[config.mk]
export PLATFORM = sky130hd
export DESIGN_NAME = bottomTop
export DESIGN_NICKNAME = d
export VERILOG_FILES = /design/src/hdl/bottomPkg.sv /design/src/hdl/aluOperands.sv /design/src/hdl/bottomTop.sv /design/src/hdl/incDec.sv /design/src/hdl/pointerRegs.sv /design/src/hdl/regFile.sv
export SDC_FILE = /design/constraint.sdc
export NUM_CORES = 1
export LEC_CHECK = 0
export ABC_AREA = 1
export ABC_CLOCK_PERIOD_IN_PS = 3300
export BUFFER_PORTS_ARGS = -buffer_cell sky130_fd_sc_hd__buf_2
export CAP_MARGIN = 10
export CORE_UTILIZATION = 38
export CTS_CLUSTER_SIZE = 25
export DETAILED_ROUTE_END_ITERATION = 7
export GPL_TIMING_DRIVEN = 0
export PLACE_DENSITY = 0.65
export SLEW_MARGIN = 20
export SYNTH_ARGS = -nofsm -noshare
export SYNTH_HDL_FRONTEND = slang
export SYNTH_SLANG_ARGS = --single-unit
[constraint.sdc]
create_clock -name CLK -period 3.3 [get_ports CLK]
set_clock_uncertainty 0.15 [all_clocks]
set_input_delay 0.66 -clock CLK [delete_from_list [all_inputs] [get_ports CLK]]
set_output_delay 0.66 -clock CLK [all_outputs]
set_load 0.01 [all_outputs]
[src/hdl/bottomPkg.sv]
package bottomPkg;

	// Bus widths
	localparam int dataW = 8;
	localparam int addrW = 16;

	// Register file size, B through W
	localparam int numRegs = 9;

	// Reset values
	localparam logic [dataW-1:0] regRst  = 8'h00;
	localparam logic [dataW-1:0] opRst   = 8'h00;
	localparam logic [addrW-1:0] pcRst   = 16'h0000;
	localparam logic [addrW-1:0] spRst   = 16'hFFFE;
	localparam logic [addrW-1:0] addrRst = 16'h0000;

	// Interrupt vectors live in page zero
	localparam logic [dataW-1:0] irqPage = 8'h00;

	// Register codes, also the index into the register array
	typedef enum logic [3:0] {
		selB = 4'd0,
		selC = 4'd1,
		selD = 4'd2,
		selE = 4'd3,
		selH = 4'd4,
		selL = 4'd5,
		selA = 4'd6,
		selZ = 4'd7,
		selW = 4'd8
	} regSelT;

	typedef enum logic {
		srcData = 1'b0, // External data bus
		srcRes  = 1'b1  // ALU result
	} wrSrcT;

	typedef enum logic [1:0] {
		pairPc = 2'd0,
		pairSp = 2'd1,
		pairHl = 2'd2,
		pairZw = 2'd3
	} pairSelT;

	typedef enum logic [1:0] {
		iduPass = 2'd0,
		iduInc  = 2'd1,
		iduDec  = 2'd2
	} iduOpT;

	typedef enum logic [1:0] {
		pcHold = 2'd0,
		pcIdu  = 2'd1,
		pcZw   = 2'd2,
		pcVec  = 2'd3
	} pcSrcT;

	typedef enum logic [1:0] {
		spHold = 2'd0,
		spIdu  = 2'd1,
		spZw   = 2'd2
	} spSrcT;

endpackage

[src/hdl/aluOperands.sv]
`timescale 1ns/10ps

module aluOperands (
	input  logic                        CLK,
	input  logic                        rstN,
	input  logic [bottomPkg::dataW-1:0] opAVal,
	input  logic [bottomPkg::dataW-1:0] opBVal,
	input  logic [bottomPkg::dataW-1:0] regA,
	input  logic                        maskAll,    // Force all of operand 2 high
	input  logic                        nibbleMask, // Force selected high-nibble bits
	input  logic [3:0]                  maskBits,
	output logic [bottomPkg::dataW-1:0] alu,        // Operand 1
	output logic [bottomPkg::dataW-1:0] dv,         // Operand 2
	output logic                        bq4,
	output logic                        bq5,
	output logic                        bq7
);

	import bottomPkg::*;

	logic [dataW-1:0] opAQ;
	logic [dataW-1:0] opBQ;
	logic [dataW-1:0] maskVec;
	logic [3:0]       hiMask;

	// Operands captured every cycle
	always_ff @(posedge CLK) begin
		if (!rstN) begin
			opAQ <= opRst;
			opBQ <= opRst;
		end else begin
			opAQ <= opAVal;
			opBQ <= opBVal;
		end
	end

	assign hiMask = nibbleMask ? maskBits : 4'b0000; // Bit 4+i per maskBits[i]

	always_comb begin
		if (maskAll) begin
			maskVec = '1;
		end else begin
			maskVec = {hiMask, 4'b0000};
		end
	end

	assign alu = ~opAQ;
	assign dv  = ~opBQ | maskVec; // Masked bits read as 1

	// Accumulator tests, straight from A
	assign bq4 = |regA[3:1];
	assign bq5 = |regA[7:5];
	assign bq7 = regA[4] | regA[7];

endmodule

[src/hdl/bottomTop.sv]
`timescale 1ns/10ps

module bottomTop (
	input  logic                        CLK,
	input  logic                        rstN,
	input  logic [bottomPkg::dataW-1:0] dataIn,
	input  logic [bottomPkg::dataW-1:0] res,     // ALU result
	input  logic                        wrEn,
	input  bottomPkg::regSelT           wrSel,
	input  bottomPkg::wrSrcT            wrSrc,
	input  bottomPkg::regSelT           opASel,
	input  bottomPkg::regSelT           opBSel,
	input  logic                        maskAll,
	input  logic                        nibbleMask,
	input  logic [3:0]                  maskBits,
	input  bottomPkg::pairSelT          pairSel,
	input  bottomPkg::iduOpT            iduOp,
	input  logic                        pairwise,
	input  logic                        addrHold,
	input  bottomPkg::pcSrcT            pcSrc,
	input  bottomPkg::spSrcT            spSrc,
	input  logic [7:3]                  irqVec,
	output logic [bottomPkg::dataW-1:0] alu,
	output logic [bottomPkg::dataW-1:0] dv,
	output logic                        bq4,
	output logic                        bq5,
	output logic                        bq7,
	output logic                        tempC,   // Flags parked in Z
	output logic                        tempH,
	output logic                        tempN,
	output logic                        tempZ,
	output logic [bottomPkg::addrW-1:0] addr,
	output logic [bottomPkg::addrW-1:0] pcOut
);

	import bottomPkg::*;

	logic [dataW-1:0] opAVal;
	logic [dataW-1:0] opBVal;
	logic [dataW-1:0] regA;
	logic [addrW-1:0] hl;
	logic [addrW-1:0] zw;
	logic [addrW-1:0] pc;
	logic [addrW-1:0] sp;
	logic [addrW-1:0] iduIn;
	logic [addrW-1:0] iduOut;

	regFile uRegFile (
		.CLK(CLK), .rstN(rstN), .dataIn(dataIn), .res(res),
		.wrEn(wrEn), .wrSel(wrSel), .wrSrc(wrSrc),
		.opASel(opASel), .opBSel(opBSel),
		.opAVal(opAVal), .opBVal(opBVal), .regA(regA), .hl(hl), .zw(zw)
	);

	aluOperands uAluOperands (
		.CLK(CLK), .rstN(rstN), .opAVal(opAVal), .opBVal(opBVal), .regA(regA),
		.maskAll(maskAll), .nibbleMask(nibbleMask), .maskBits(maskBits),
		.alu(alu), .dv(dv), .bq4(bq4), .bq5(bq5), .bq7(bq7)
	);

	// Pair that feeds the IDU and the address register
	always_comb begin
		case (pairSel)
			pairPc:  iduIn = pc;
			pairSp:  iduIn = sp;
			pairHl:  iduIn = hl;
			pairZw:  iduIn = zw;
			default: iduIn = pc;
		endcase
	end

	incDec uIncDec (
		.CLK(CLK), .rstN(rstN), .iduIn(iduIn), .iduOp(iduOp),
		.pairwise(pairwise), .addrHold(addrHold), .iduOut(iduOut), .addr(addr)
	);

	pointerRegs uPointerRegs (
		.CLK(CLK), .rstN(rstN), .iduOut(iduOut), .zw(zw),
		.pcSrc(pcSrc), .spSrc(spSrc), .irqVec(irqVec), .pc(pc), .sp(sp)
	);

	assign pcOut = pc;

	assign tempC = zw[4];
	assign tempH = zw[5];
	assign tempN = zw[6];
	assign tempZ = zw[7];

endmodule

[src/hdl/incDec.sv]
`timescale 1ns/10ps

module incDec (
	input  logic                        CLK,
	input  logic                        rstN,
	input  logic [bottomPkg::addrW-1:0] iduIn,
	input  bottomPkg::iduOpT            iduOp,
	input  logic                        pairwise, // Bytes wrap on their own
	input  logic                        addrHold, // Freeze the address bus
	output logic [bottomPkg::addrW-1:0] iduOut,
	output logic [bottomPkg::addrW-1:0] addr      // External address bus
);

	import bottomPkg::*;

	logic [addrW-1:0] stepFull;
	logic [dataW-1:0] stepHi;
	logic [dataW-1:0] stepLo;
	logic             isDec;

	assign isDec = (iduOp == iduDec);

	// Full 16-bit carry chain
	assign stepFull = isDec ? iduIn - 16'd1 : iduIn + 16'd1;

	// Split halves, no carry between bytes
	assign stepHi = isDec ? iduIn[15:8] - 8'd1 : iduIn[15:8] + 8'd1;
	assign stepLo = isDec ? iduIn[7:0] - 8'd1 : iduIn[7:0] + 8'd1;

	always_comb begin
		case (iduOp)
			iduInc, iduDec: iduOut = pairwise ? {stepHi, stepLo} : stepFull;
			iduPass:        iduOut = iduIn;
			default:        iduOut = iduIn;
		endcase
	end

	always_ff @(posedge CLK) begin
		if (!rstN) begin
			addr <= addrRst;
		end else if (!addrHold) begin
			addr <= iduIn;
		end
	end

endmodule

[src/hdl/pointerRegs.sv]
`timescale 1ns/10ps

module pointerRegs (
	input  logic                        CLK,
	input  logic                        rstN,
	input  logic [bottomPkg::addrW-1:0] iduOut,
	input  logic [bottomPkg::addrW-1:0] zw,
	input  bottomPkg::pcSrcT            pcSrc,
	input  bottomPkg::spSrcT            spSrc,
	input  logic [7:3]                  irqVec,  // Vector bits from the interrupt logic
	output logic [bottomPkg::addrW-1:0] pc,
	output logic [bottomPkg::addrW-1:0] sp
);

	import bottomPkg::*;

	logic [addrW-1:0] vecAddr;
	logic [addrW-1:0] pcNext;
	logic [addrW-1:0] spNext;

	// Restart and interrupt entry points sit on 8-byte boundaries
	assign vecAddr = {irqPage, irqVec, 3'b000};

	always_comb begin
		case (pcSrc)
			pcIdu:   pcNext = iduOut;
			pcZw:    pcNext = zw;       // Jumps and returns
			pcVec:   pcNext = vecAddr;
			pcHold:  pcNext = pc;
			default: pcNext = pc;
		endcase
	end

	always_comb begin
		case (spSrc)
			spIdu:   spNext = iduOut;   // Push and pop steps
			spZw:    spNext = zw;       // LD SP from immediate
			spHold:  spNext = sp;
			default: spNext = sp;
		endcase
	end

	always_ff @(posedge CLK) begin
		if (!rstN) begin
			pc <= pcRst;
		end else begin
			pc <= pcNext;
		end
	end

	always_ff @(posedge CLK) begin
		if (!rstN) begin
			sp <= spRst;
		end else begin
			sp <= spNext;
		end
	end

endmodule

[src/hdl/regFile.sv]
`timescale 1ns/10ps

module regFile (
	input  logic                          CLK,
	input  logic                          rstN,
	input  logic [bottomPkg::dataW-1:0]   dataIn,  // External data bus
	input  logic [bottomPkg::dataW-1:0]   res,     // ALU result
	input  logic                          wrEn,
	input  bottomPkg::regSelT             wrSel,
	input  bottomPkg::wrSrcT              wrSrc,
	input  bottomPkg::regSelT             opASel,
	input  bottomPkg::regSelT             opBSel,
	output logic [bottomPkg::dataW-1:0]   opAVal,
	output logic [bottomPkg::dataW-1:0]   opBVal,
	output logic [bottomPkg::dataW-1:0]   regA,    // Accumulator for the test bits
	output logic [bottomPkg::addrW-1:0]   hl,
	output logic [bottomPkg::addrW-1:0]   zw       // Temporary pair, Z is the low byte
);

	import bottomPkg::*;

	logic [dataW-1:0] regs [numRegs]; // B C D E H L A Z W
	logic [dataW-1:0] wrData;
	logic             wrLegal;

	// Unused codes read as zero
	function automatic logic [dataW-1:0] readReg(input regSelT sel);
		logic [dataW-1:0] rd;
		rd = regRst;
		if (int'(sel) < numRegs) begin
			rd = regs[int'(sel)];
		end
		return rd;
	endfunction

	always_comb begin
		case (wrSrc)
			srcRes:  wrData = res;
			srcData: wrData = dataIn;
			default: wrData = dataIn;
		endcase
	end

	assign wrLegal = int'(wrSel) < numRegs;

	// Single write port, new value visible after the edge
	always_ff @(posedge CLK) begin
		if (!rstN) begin
			for (int i = 0; i < numRegs; i++) begin
				regs[i] <= regRst;
			end
		end else if (wrEn && wrLegal) begin
			regs[int'(wrSel)] <= wrData;
		end
	end

	// Two combinational read ports
	always_comb begin
		opAVal = readReg(opASel);
		opBVal = readReg(opBSel);
	end

	// Direct taps for the accumulator and the address pairs
	assign regA = regs[int'(selA)];
	assign hl   = {regs[int'(selH)], regs[int'(selL)]};
	assign zw   = {regs[int'(selW)], regs[int'(selZ)]};

	// BC and DE only reach the outside through the read ports
	// so the codes below are the ones the sequencer uses for them
	// selB, selC, selD, selE map onto array slots 0 to 3

endmodule

# Word-level counts from Yosys, hierarchy flattened
# Memories as Yosys holds them, arrays and structs flattened. A register that Yosys moved wholly into a read port is not among the register bits.
# Index checks and enable logic that the tools add are counted.
# W data, S select, Z words.
# word_totals
mem_count	1
out_inout_bits	55
regBits	48
ram_bits	72
elab_cells	58
in_bits	53
# mem_list
memory	depth	word_bits	read_ports	rd_ports_with_merged_regs	wr	line_no	source
uRegFile.regs	9	8	7	2	9	regFile.sv:22	logic [dataW-1:0] regs [numRegs];
# op_classes
n_eq_ne	10
bitwise	5
addsub	6
mux	18
order_cmp	3
reduce_logical	12
# op_table
operator	count
$pmux W16 S4	1
$mux W16	3
$pmux W16 S3	1
$mux W8	4
$pmux W16 S2	1
$add A16 B1 Y16 const B	1
$add A8 B1 Y8 const B	2
$not A8 Y8	2
$pmux W8 S2	1
$sub A16 B1 Y16 const B	1
$sub A8 B1 Y8 const B	2
$eq A2 B2 Y1 const B	6
$lt A4 B4 Y1 const B	3
$eq A2 B1 Y1 const B	4
$mux W4	2
$or A8 B8 Y8	1
$reduce_or A8 Y1	1
$reduce_or A3 Y1	2
$mux W1	5
$logic_not A2 Y1	2
$reduce_and A2 Y1	2
$logic_not A1 Y1	2
$reduce_bool A2 Y1	1
$reduce_or A2 Y1	1
3 further kinds	3

# Longest topological paths before layout
# Gate-level depths: netlist of run 1.
# depth
depth_word	7
ltp_mapped	25
ltp_nobuf	23

# By module
# Synthesis of run 1 repeated with hierarchy kept, for this count alone.
# hier_totals
cells_unflattened	1311
area_unflattened_um2	8936.1
# by_module_without_submodules
module	cells_each	area_each_um2	seq_area_each_um2	instances
regFile	581	4410.5	2162.1	1
incDec	329	1831.8	320.3	1
pointerRegs	229	1572.8	640.6	1
aluOperands	78	596.8	320.3	1
bottomTop	94	524.3	0.0	1

# Least setup slack after synthesis of run 1
# Ideal clock, no wire load.
# synth_timing
kind	input port to flip-flop
from	input port pairSel[1]
to	register uPointerRegs.sp[15] (netlist name)
n_path_buf	3
setup_ns	0.115
arrival_ns	3.025
required_time_ns	3.035
cell_stages	22
path_slack_ns	0.011
path_cell_list	buf_4 inv_2 nor2_2 buf_2 a221oi_1 o21ai_1 o21ai_0 inv_1 ha_1 clkbuf_1 nand2_1 nor3_1 and2_1 nand2_2 nand2_2 nand2_2 nand3_1 nand3_2 nand2_1 nand2_1 nand2_1 nand2_1
# synth_via
elab_chain_len	7
word_cells_on_any_way	14
cone_classes	add/sub: 4; eq/ne: 3; mux: 6; reduce/logical: 1
# synth_rtl
element	line_no	source
from (decl)	bottomTop.sv:16	input bottomPkg::pairSelT pairSel,
$eq A2 B2 Y1, or another cell as far along	bottomTop.sv:63	case (pairSel)
$pmux W16 S4 (*)	bottomTop.sv:63	
net iduIn[11]	bottomTop.sv:45	logic [addrW-1:0] iduIn;
$add A16 B1 Y16, or another cell as far along	incDec.sv:24	assign stepFull = isDec ? iduIn - 16'd1 : iduIn + 16'd1;
$mux W16 or $mux W8 (tied branches)	incDec.sv:24, incDec.sv:27	
$mux W16 (*)	incDec.sv:32	iduInc, iduDec: iduOut = pairwise ? {stepHi, stepLo} : stepFull;
$mux W16 (*)	incDec.sv:31	case (iduOp)
$pmux W16 S2 (*)	pointerRegs.sv:35	case (spSrc)
to (signal assigned)	pointerRegs.sv:53	sp <= spRst;
to (signal assigned)	pointerRegs.sv:55	sp <= spNext;
to (decl)	pointerRegs.sv:12	output logic [bottomPkg::addrW-1:0] sp
# The timed path passes the listed nets; every way through them passes the cells marked *.
# A chain may end at the register's enable or synchronous reset.

# Final worst setup path of run 1
# layout_timing
from	input port pairSel[0]
to	register uPointerRegs.sp[14] (netlist name)
# layout_via
elab_chain_len	7
word_cells_on_any_way	14
cone_classes	add/sub: 4; eq/ne: 3; mux: 6; reduce/logical: 1
# layout_rtl
element	line_no
$eq A2 B2 Y1, or another cell as far along	bottomTop.sv:63
$pmux W16 S4 (*)	bottomTop.sv:63
net iduIn[1]	bottomTop.sv:45
$add A16 B1 Y16 or $sub A16 B1 Y16 (tied branches)	incDec.sv:24
$mux W16 (*)	incDec.sv:24
$mux W16 (*)	incDec.sv:32
$mux W16 (*)	incDec.sv:31
$pmux W16 S2 (*)	pointerRegs.sv:35
# Marks and branches as above.

==> results of run 1 <==
-- state kept, by name (all words and copies together), names as in the netlist --
register and count:
uRegFile.regs 72, uIncDec.addr 16, uPointerRegs.pc 16, uPointerRegs.sp 16
uAluOperands.opAQ 8, uAluOperands.opBQ 8
-- tightest hold or removal path: cells and delay by family, from the launching register on --
family | cells | cell delay [ps]
AOI/OAI and AO/OA | 1 | 60
and+or+nand+nor | 1 | 60
DFF | 1 | 320
-- where the power goes --
group          internal [mW]  switching [mW]  total [mW]
clock network           1.11           0.766        1.87
logic                  0.350           0.692        1.04
registers               1.91          0.0842        1.99
-- synth_stat cells (2+ instances only) --
cell / count / area [um2]
a21oi_1: 107 / 536
ha_1: 16 / 200
xor2_1: 7 / 61.3
o21bai_1: 3 / 22.5
nor3_1: 5 / 25.0
o21ai_1: 38 / 190
or2_2: 5 / 31.3
nand2_2: 8 / 50.1
clkinv_1: 5 / 18.8
a311oi_1: 16 / 140
o21a_1: 2 / 15.0
nand2_1: 242 / 908
o21ai_0: 75 / 375
a31oi_1: 8 / 50.1
inv_2: 7 / 26.3
buf_1: 2 / 7.51
nand3_2: 2 / 20.0
buf_2: 3 / 15.0
o211ai_1: 20 / 150
o22ai_1: 18 / 113
inv_1: 92 / 345
clkbuf_1: 47 / 176
a221oi_1: 10 / 87.6
nor2_1: 102 / 383
edfxtp_1: 72 / 2160
nand3_1: 57 / 285
dfxtp_1: 64 / 1280
fa_1: 2 / 40.0
xnor2_1: 5 / 43.8
-- cells by family (layout without fill, tap and decap cells) --
| logic type | Yosys count | count (layout) |
|---|---|---|
| AND/OR/NAND/NOR | 430 | 430 |
| AO/OA/AOI/OAI | 302 | 302 |
| buffers and inverters | 157 | 294 |
| flip-flops | 136 | 136 |
| adder cells (fa/ha/maj) | 18 | 18 |
| XOR/XNOR | 12 | 12 |
-- how the worst min path moves through the flow --
stage / to / from / slack, ps
3_5_place_dp: uPointerRegs.sp[9] / uPointerRegs.sp[9] / 300
6_report: uPointerRegs.sp[1] / uPointerRegs.sp[1] / 320
4_1_cts: uIncDec.addr[14] / addrHold / 300
5_1_grt: uPointerRegs.sp[4] / uPointerRegs.sp[4] / 350
3_3_place_gp: uPointerRegs.sp[9] / uPointerRegs.sp[9] / 300
2_1_floorplan: uPointerRegs.sp[7] / uPointerRegs.sp[7] / 290
-- final cells by class --
cell class                      count  area share [%]
Clock buffer                       20            4.61
Tap cell                          270            3.57
Inverter                          104            4.12
Multi-Input combinational cell    762            41.8
Sequential cell                   136            36.4
Timing Repair Buffer              106            5.79
Clock inverter                     12            1.36
Buffer                             52            2.33
-- stage by stage --
stage | setup TNS, ps | cells
finish | 0 | 1462
detailed placement | -13000 | 1424
CTS | 0 | 1456
floorplan | 0 | 1055
global placement | -12940 | 1424
global route | -80.3 | 1462
-- metal layers --
layer	global-route usage [%]	vias to the layer above	wire [um]
met5	0	-	0
met4	7.66	0	402
met3	4.28	30	2410
met2	37.1	383	11700
met1	38.6	3776	12700
li1	-	3868	-
-- timing repair --
item,in CTS,in global routing
pin swaps,1,3
resized for setup,11,38
setup endpoints to repair,17,19
buffers inserted,0,7
endpoints found under the hold margin,0,0
gates cloned,0,0
==> results.md, run 1 <==
- The signal on the critical path passes through buf_2 -> nor2_4 -> inv_2 -> buf_4 -> o21ai_2 -> inv_1 -> fa_1 -> nand3_1 -> nand2_1 -> a21boi_2 -> nand3b_1 -> nand2_1 -> xor2_1 -> nand2_1 -> nand3_1 -> nand2_1 -> nand2_1 -> nand2_1 -> nand2_1.
- In the layout the commonest cells are nand2_1 (241), a21oi_1 (103), nor2_1 (102).
- The HPWL after detailed placement is ~21,000 um.
- The end of the critical path is uPointerRegs.sp[14].
- Measured along the x axis, the die boundary spans between 100 and 150 um.
- The die is 146 um tall.
- The total count of hold-check failures in the final report is 0.
- In the finished design, the share of the clock period the worst path needs comes to 96.1%.
- The CTS tree is yes.
- At the end of routability-driven placement, the weighted congestion stood at between 0.9 and 1.
- The detailed-route wire length per cell is 18.6 um.
- The completed layout was analyzed and its total power is about 5 mW.
- The repair_antennas step left the layout with diodes totalling 0.
- Of all nets on the critical path, the largest fanout is 10.
- Leaving out fill and tap cells, the most frequent cell in the layout is nand2_1.
- Across every metal layer, demand over resource in global routing totals 25.6%.
- For flop-to-flop paths, the worst setup slack is 330 ps.
- On the critical path the largest part of the delay comes from simple AND/OR/NAND/NOR gates.
- Summing all multi-input logic gate instances after layout gives 0.00396 mm2.
- The cell count after synthesis is about 1,100.
- The floorplan step defined a die boundary enclosing 0.0213 mm2.
- The startpoint identified for the worst register-to-register timing path is uRegFile.regs[7][7].
- OpenSTA, run right after detailed placement, puts the worst setup slack at -848 ps.
- The wire length of the first global-routing pass is 41,300 um.
- After Yosys synthesis, full adders, half adders and majority gates account for 3.05% of the synthesized area.
- The depth of the critical timing path with buffers and inverters included is 19.
- After floorplanning, the core was sized to cover 0.0203 mm2.
- The mux contribution to synthesized area is 0%.
- The fmax is approximately 320 MHz.
- The worst setup path is captured at a flip-flop.
- The clock transition at the registers of the reported paths is 60 ps.
- In this design, the stage delay of the slowest critical-path cell is 490 ps.
- Counting I/O delays and the setup requirement, the final critical path takes roughly 3200 ps.
- The count of distinct cell types in the synthesized netlist is 44.
- The final setup slack of the worst path is 128 ps.
- The fraction of synthesized cell area in xor and xnor cells is 1.33%.
- Of the cells placed in the final design, the portion with a size suffix greater than 1 is between 15 and 20%.
- Entering global routing, the biggest net connects 17 pins.
- The post-synthesis net count is 1,126.
- The number of inserted filler cells in the final layout is between 2,000 and 2,500.
- The initial antenna violation count is 1.
- The final standard cell utilization of the core is 46.6%.
- The worst setup path is launched from an input port.
- The design area is 0.00946 mm2.
- The maximum count of clock buffers along a single path is 2.
- The path class of the lowest-slack min-delay path is reg -> reg.
- The register area is 0.00344 mm2.
- The worst reg2reg path depth is 19.
- The number of buffers inserted during clock tree synthesis is 17.
- The synthesized netlist occupies a cell area of between 0.007 and 0.008 mm2.
- The category of the most critical setup path is in -> reg.
- Across the run, the number of max-cap violations was 0.
- The most frequently used flop master after synthesis is edfxtp_1.
- A synthesized cell averages about 7.5 um2.
- After clock tree synthesis, the flow added hold-fix buffers numbering 0.
- After synthesis, the largest family of logic cells by area is simple AND/OR/NAND/NOR gates.
- Across all hold checks on the routed design, the worst slack comes to 317 ps.
- The most numerous cell on the critical path is nand2_1.
- IR analysis of the VDD net gives a maximum drop of 372 uV.
- Wires add up to 27,200 um.
- The detailed router placed between 8,000 and 9,000 vias in this run.
- Dividing total power by cell area gives a power density of 518 mW/mm2.
- The clock net in this run drives a total of about 140 sinks.
- The flow ran to the end, and the final reports show no timing, DRC or antenna violations.
- The worst path required time is 3470 ps.
- The root buffer cell is clkbuf_16.
- At the later pin of the worst-skew pair, clock insertion delay measures between 400 and 500 ps.
- The net total in the final layout is 1,250.
- The synthesized design contains 72 enable-type register cells.
- Summed over all layers, the global routing overflow is 0.
- After the first detailed-routing iteration, the DRC count stood at 919.
- The yosys synthesis warning count is 0.
- During placement, the flow inserted port buffers numbering slightly below 100.
- Setup repair after global routing could not meet its margin everywhere.
- The initial utilization of the core area, before any placement, comes to 38.8%.
- From synthesis to final layout, the design area changed by 20.0%.
- The DRC violation count after routing is 0.
- The via count normalized by instance count is roughly 5.5.
- Of the total synthesized cell area, the portion taken by AND, OR, NAND and NOR gates is 22.5%.
- The final-report max-slew violation count is 0.
- The post-synthesis async set-or-reset flop share is 0%.
- The H-tree was split into 4 levels.
- Sequential elements use around 44% of the synthesized area.
- The worst path arrival time is 3340 ps.
- The buffering stage count on the worst path with inverters included is 4.
- The post-route antenna net violation count is 0.
- For this design, the slowest cell found on the critical path is fa_1.
- The actual slew at the worst max-slew pin is 1090 ps.
- The worst setup path startpoint is pairSel[0].
- The normalized max-slew margin is 27.1%.
- The synthesized-area fraction occupied by ao, oa, aoi and oai cells is 21.9%.
- Pin placement for this block handled 108 I/O pins.
- Setup violations remaining at the end of the flow were counted as 0.
- The worst reg2reg path endpoint is uPointerRegs.sp[14].
- In this run the cell area measured after placement is 0.00872 mm2.
- The post-synthesis sequential element count is 136.
- The via count of the first global-routing pass is 7,186.
- The number of placement rows is 52.
- The total leakage power is between 4 and 5 nW.
- The pre-antenna-repair detailed-routing pass consisted of 5 iterations.
- Counting instances, the worst hold path has a depth of 2.
Power figures use the tool's default switching activity.
==> run 2, diff against run 1 <==
Settings changed: CTS_CLUSTER_SIZE 25 to 30, SETUP_SLACK_MARGIN set to 0.4.
==> run 2 against run 1 <==
  * Clock-buffer cell count grew 4
  * Clock power increased by 3%
  * Power up 4.3%
  * Global-route usage grew 0.17 points
  * Sequential share of layout area decreased by 2.1 points
  * Core utilization is 2.8 points higher
  * Largest cell class unchanged
  * Routed wire length up 2.7%
  * Highest routed layer unchanged
  * Final area is 6.0% higher
  * Critical path depth is the same
==> results.md, run 2 (synthesized netlist as in run 1, its figures left out) <==
- The flow ran to the end, and the final reports show no timing, DRC or antenna violations.
- The maximum count of clock buffers along a single path is 2 (unchanged).
- The normalized max-slew margin is 24.9% (-2.2 points).
- In this design, the critical path's most frequently occurring cell is o21ai_1.
- The final-report max-slew violation count was 0 (unchanged).
- The capturing element type of the critical path is a flip-flop.
- The power density relative to cell area is 510 mW/mm2 (-1.6%).
- The wire length of the first global-routing pass was 41,800 um (+1.2%).
- The buffering stage count on the worst path with inverters included is 5 (+1).
- The via count is 8,270 (+2.6%).
- The area growth from synthesis to layout is 27.2%.
- The area of the placeable core is 0.0203 mm2 (unchanged).
- The die height is 146 um (unchanged).
- The final number of setup-violating endpoints came to 0 (unchanged).
- The worst setup path is of the in -> reg kind.
- The total leakage power is 4.23 nW (+4.6%).
- The peak ir drop on the vdd network is 380 uV (+2.2%).
- The fmax was 338 MHz (+7.1%).
- The delay of the slowest cell on the worst path is 240 ps (-250 ps).
- The number of inserted diodes was 0 (unchanged).
- The area after detailed placement is 0.00892 mm2 (+2.3%).
- The root buffer cell is clkbuf_16.
- The total congestion overflow came to 0 (unchanged).
- The number of max-cap violations is 0 (unchanged).
- The DRC violation count after routing came to 0 (unchanged).
- The number of buffers inserted during clock tree synthesis is 17 (unchanged).
- The floorplan die width is 146 um (unchanged).
- The design area came to 0.0100 mm2 (+6.0%).
- The kind of start point of the critical path is an input port.
- The number of placement rows is 52 (unchanged).
- The flip-flop count of the largest register after layout was 72 (unchanged).
- The level count of the clock H-tree is 4 (unchanged).
- The initial antenna violation count is 0 (-1).
- The clock insertion delay at the later pin of the skew report is 430 ps (about the same).
- The critical path goes through buf_12 -> inv_8 -> nor2_4 -> buf_8 -> nand2_4 -> o211ai_1 -> o21ai_2 -> inv_2 -> ha_4 -> a21oi_4 -> nor2_2 -> nor3_2 -> nand3_2 -> nand2_1 -> inv_1 -> o21a_1 -> o21ai_1 -> a21oi_1 -> o21ai_1.
- The total wirelength of the detailed-routed design came to 27,900 um (+2.7%).
- The pin count of the biggest net entering global routing is 17 (unchanged).
- The actual slew at the worst max-slew pin is 1120 ps (+32.8 ps).
- The detailed-placement wirelength estimate is 20,600 um (+0.22%).
- The worst path required time is 3510 ps (+40 ps).
- The global-route total usage across every layer was 25.7% (+0.17 points).
- The number of top-level pins is 108 (unchanged).
- The starting utilization of the core area is 38.8% (unchanged).
- The sink count of the clock tree is 136 (unchanged).
- The portion of the clock cycle consumed by the worst path in the final layout came to 89.8% (-6.3 points).
- TritonCTS built the clock tree.
- The full die area was 0.0213 mm2 (unchanged).
- The detailed-route wire length per cell is 18.9 um (+1.6%).
- The total count of hold-check failures in the final report is 0 (unchanged).
- The clock transition at the registers of the reported paths is 60 ps (about the same).
- The net total in the final layout is 1,266 (+1.3%).
- The top cell types in the final layout, fill and taps aside, are nand2_1 (232), buf_2 (100), nor2_1 (98).
- The largest fanout on the critical path is 6 (-4).
- The via count of the first global-routing pass is 7,302 (+1.6%).
- The shortest period the worst path allows is 2960 ps (-210 ps).
- The port buffer count is 99 (unchanged).
- The first-pass detailed-route iteration total came to 6 (+1).
- The post-route antenna net violation count is 0 (unchanged).
- The initial detailed-routing violation count came to 916 (-0.33%).
- The weighted congestion reported at the end of routability-driven placement is 0.948 (+2.5%).
- The final standard cell utilization of the core is 49.4% (+2.8 points).
- The family of cells with the greatest summed delay on the critical path is compound AO/OA/AOI/OAI gates.
- The min-delay analysis places its worst path in the category reg -> reg.
- The proportion of layout cells with a drive suffix above 1 came to 21.8% (+5.5 points).
- The worst path arrival time is 3170 ps (-170 ps).
- The register bank with the most flops is uRegFile.regs.
- The most common cell after layout, fill and taps aside is nand2_1.
- Setup repair after global routing could not meet its margin everywhere.
- The via count normalized by instance count is 5.60 (+1.5%).
- The setup TNS after final layout is 0 ps (unchanged).
- Among all stages on the critical path, the largest delay is contributed by nor3_2.
==> run 2: cell count changes in the layout (fill, tap and decap cells not counted), sizes merged <==
| cell | before | now |
|---|---|---|
| bufinv | 2 | 0 |
| clkinvlp | 2 | 1 |
| clkinv | 13 | 9 |
| clkbuf | 64 | 71 |
| buf | 114 | 127 |
| inv | 99 | 102 |
==> run 2: area by class of cell <==
class,count,area (um2)
inverters,104,400
plain buffers,53,270
fillers,2006,10300
clock inverters,8,53.8
repair buffers,121,684
well taps,270,338
clock buffers,24,538
multi-input cells,762,4300
flip-flops and latches,136,3440
==> run 2: power breakdown <==
group          total [mW]  leakage [nW]  switching (mW)  internal (mW)
Sequential           1.99          1.22          0.0873           1.91
Combinational        1.21          2.72           0.760          0.448
Clock                1.92         0.299           0.774           1.14
==> run 2: stage by stage <==
| stage | total power [mW] | hold slack (ps) | std cells | setup WS [ps] |
|---|---|---|---|---|
| floorplan | 2.70 | 285 | 1055 | 291 |
| global placement | 3.04 | 295 | 1424 | -495 |
| detailed placement | 3.05 | 299 | 1424 | -511 |
| CTS | 4.98 | 314 | 1462 | 390 |
| global route | 5.29 | 325 | 1478 | 235 |
| finish | 5.12 | 314 | 1478 | 338 |
==> run 2: per-layer routing <==
metal	GRT usage (%)	share of wire [%]
met5	0	0
met4	7.55	1.7
met3	5.06	8.5
met2	37.6	44
met1	38.2	46
==> run 2: repair_timing <==
action                     CTS  global route
pin swaps                    6            22
setup buffers                6            15
gates cloned                 0             1
hold buffers                 0             0
setup endpoints to repair   20            21
gates resized for setup     26            53
==> run 2: final timing paths <==
check | startpoint | cells past startpoint | endpoint | slack (ps)
worst max-delay path | pairSel[1] | 19 | uPointerRegs.sp[10] | 340
worst min-delay path | uPointerRegs.sp[1] | 2 | uPointerRegs.sp[1] | 310
worst max register to register | uRegFile.regs[7][7] | 15 | uPointerRegs.sp[10] | 410
worst min register to register | uPointerRegs.sp[1] | 2 | uPointerRegs.sp[1] | 310
==> run 2: worst reg2reg max path, cell delays in order, from the launching register on <==
cell      delay, ps
edfxtp_1        550
inv_1           100
o211ai_1        240
o21ai_2         110
inv_2           100
ha_4            220
a21oi_4         130
nor2_2           60
nor3_2          240
nand3_2         160
nand2_1         120
inv_1            80
o21a_1          160
o21ai_1         160
a21oi_1         100
o21ai_1         140
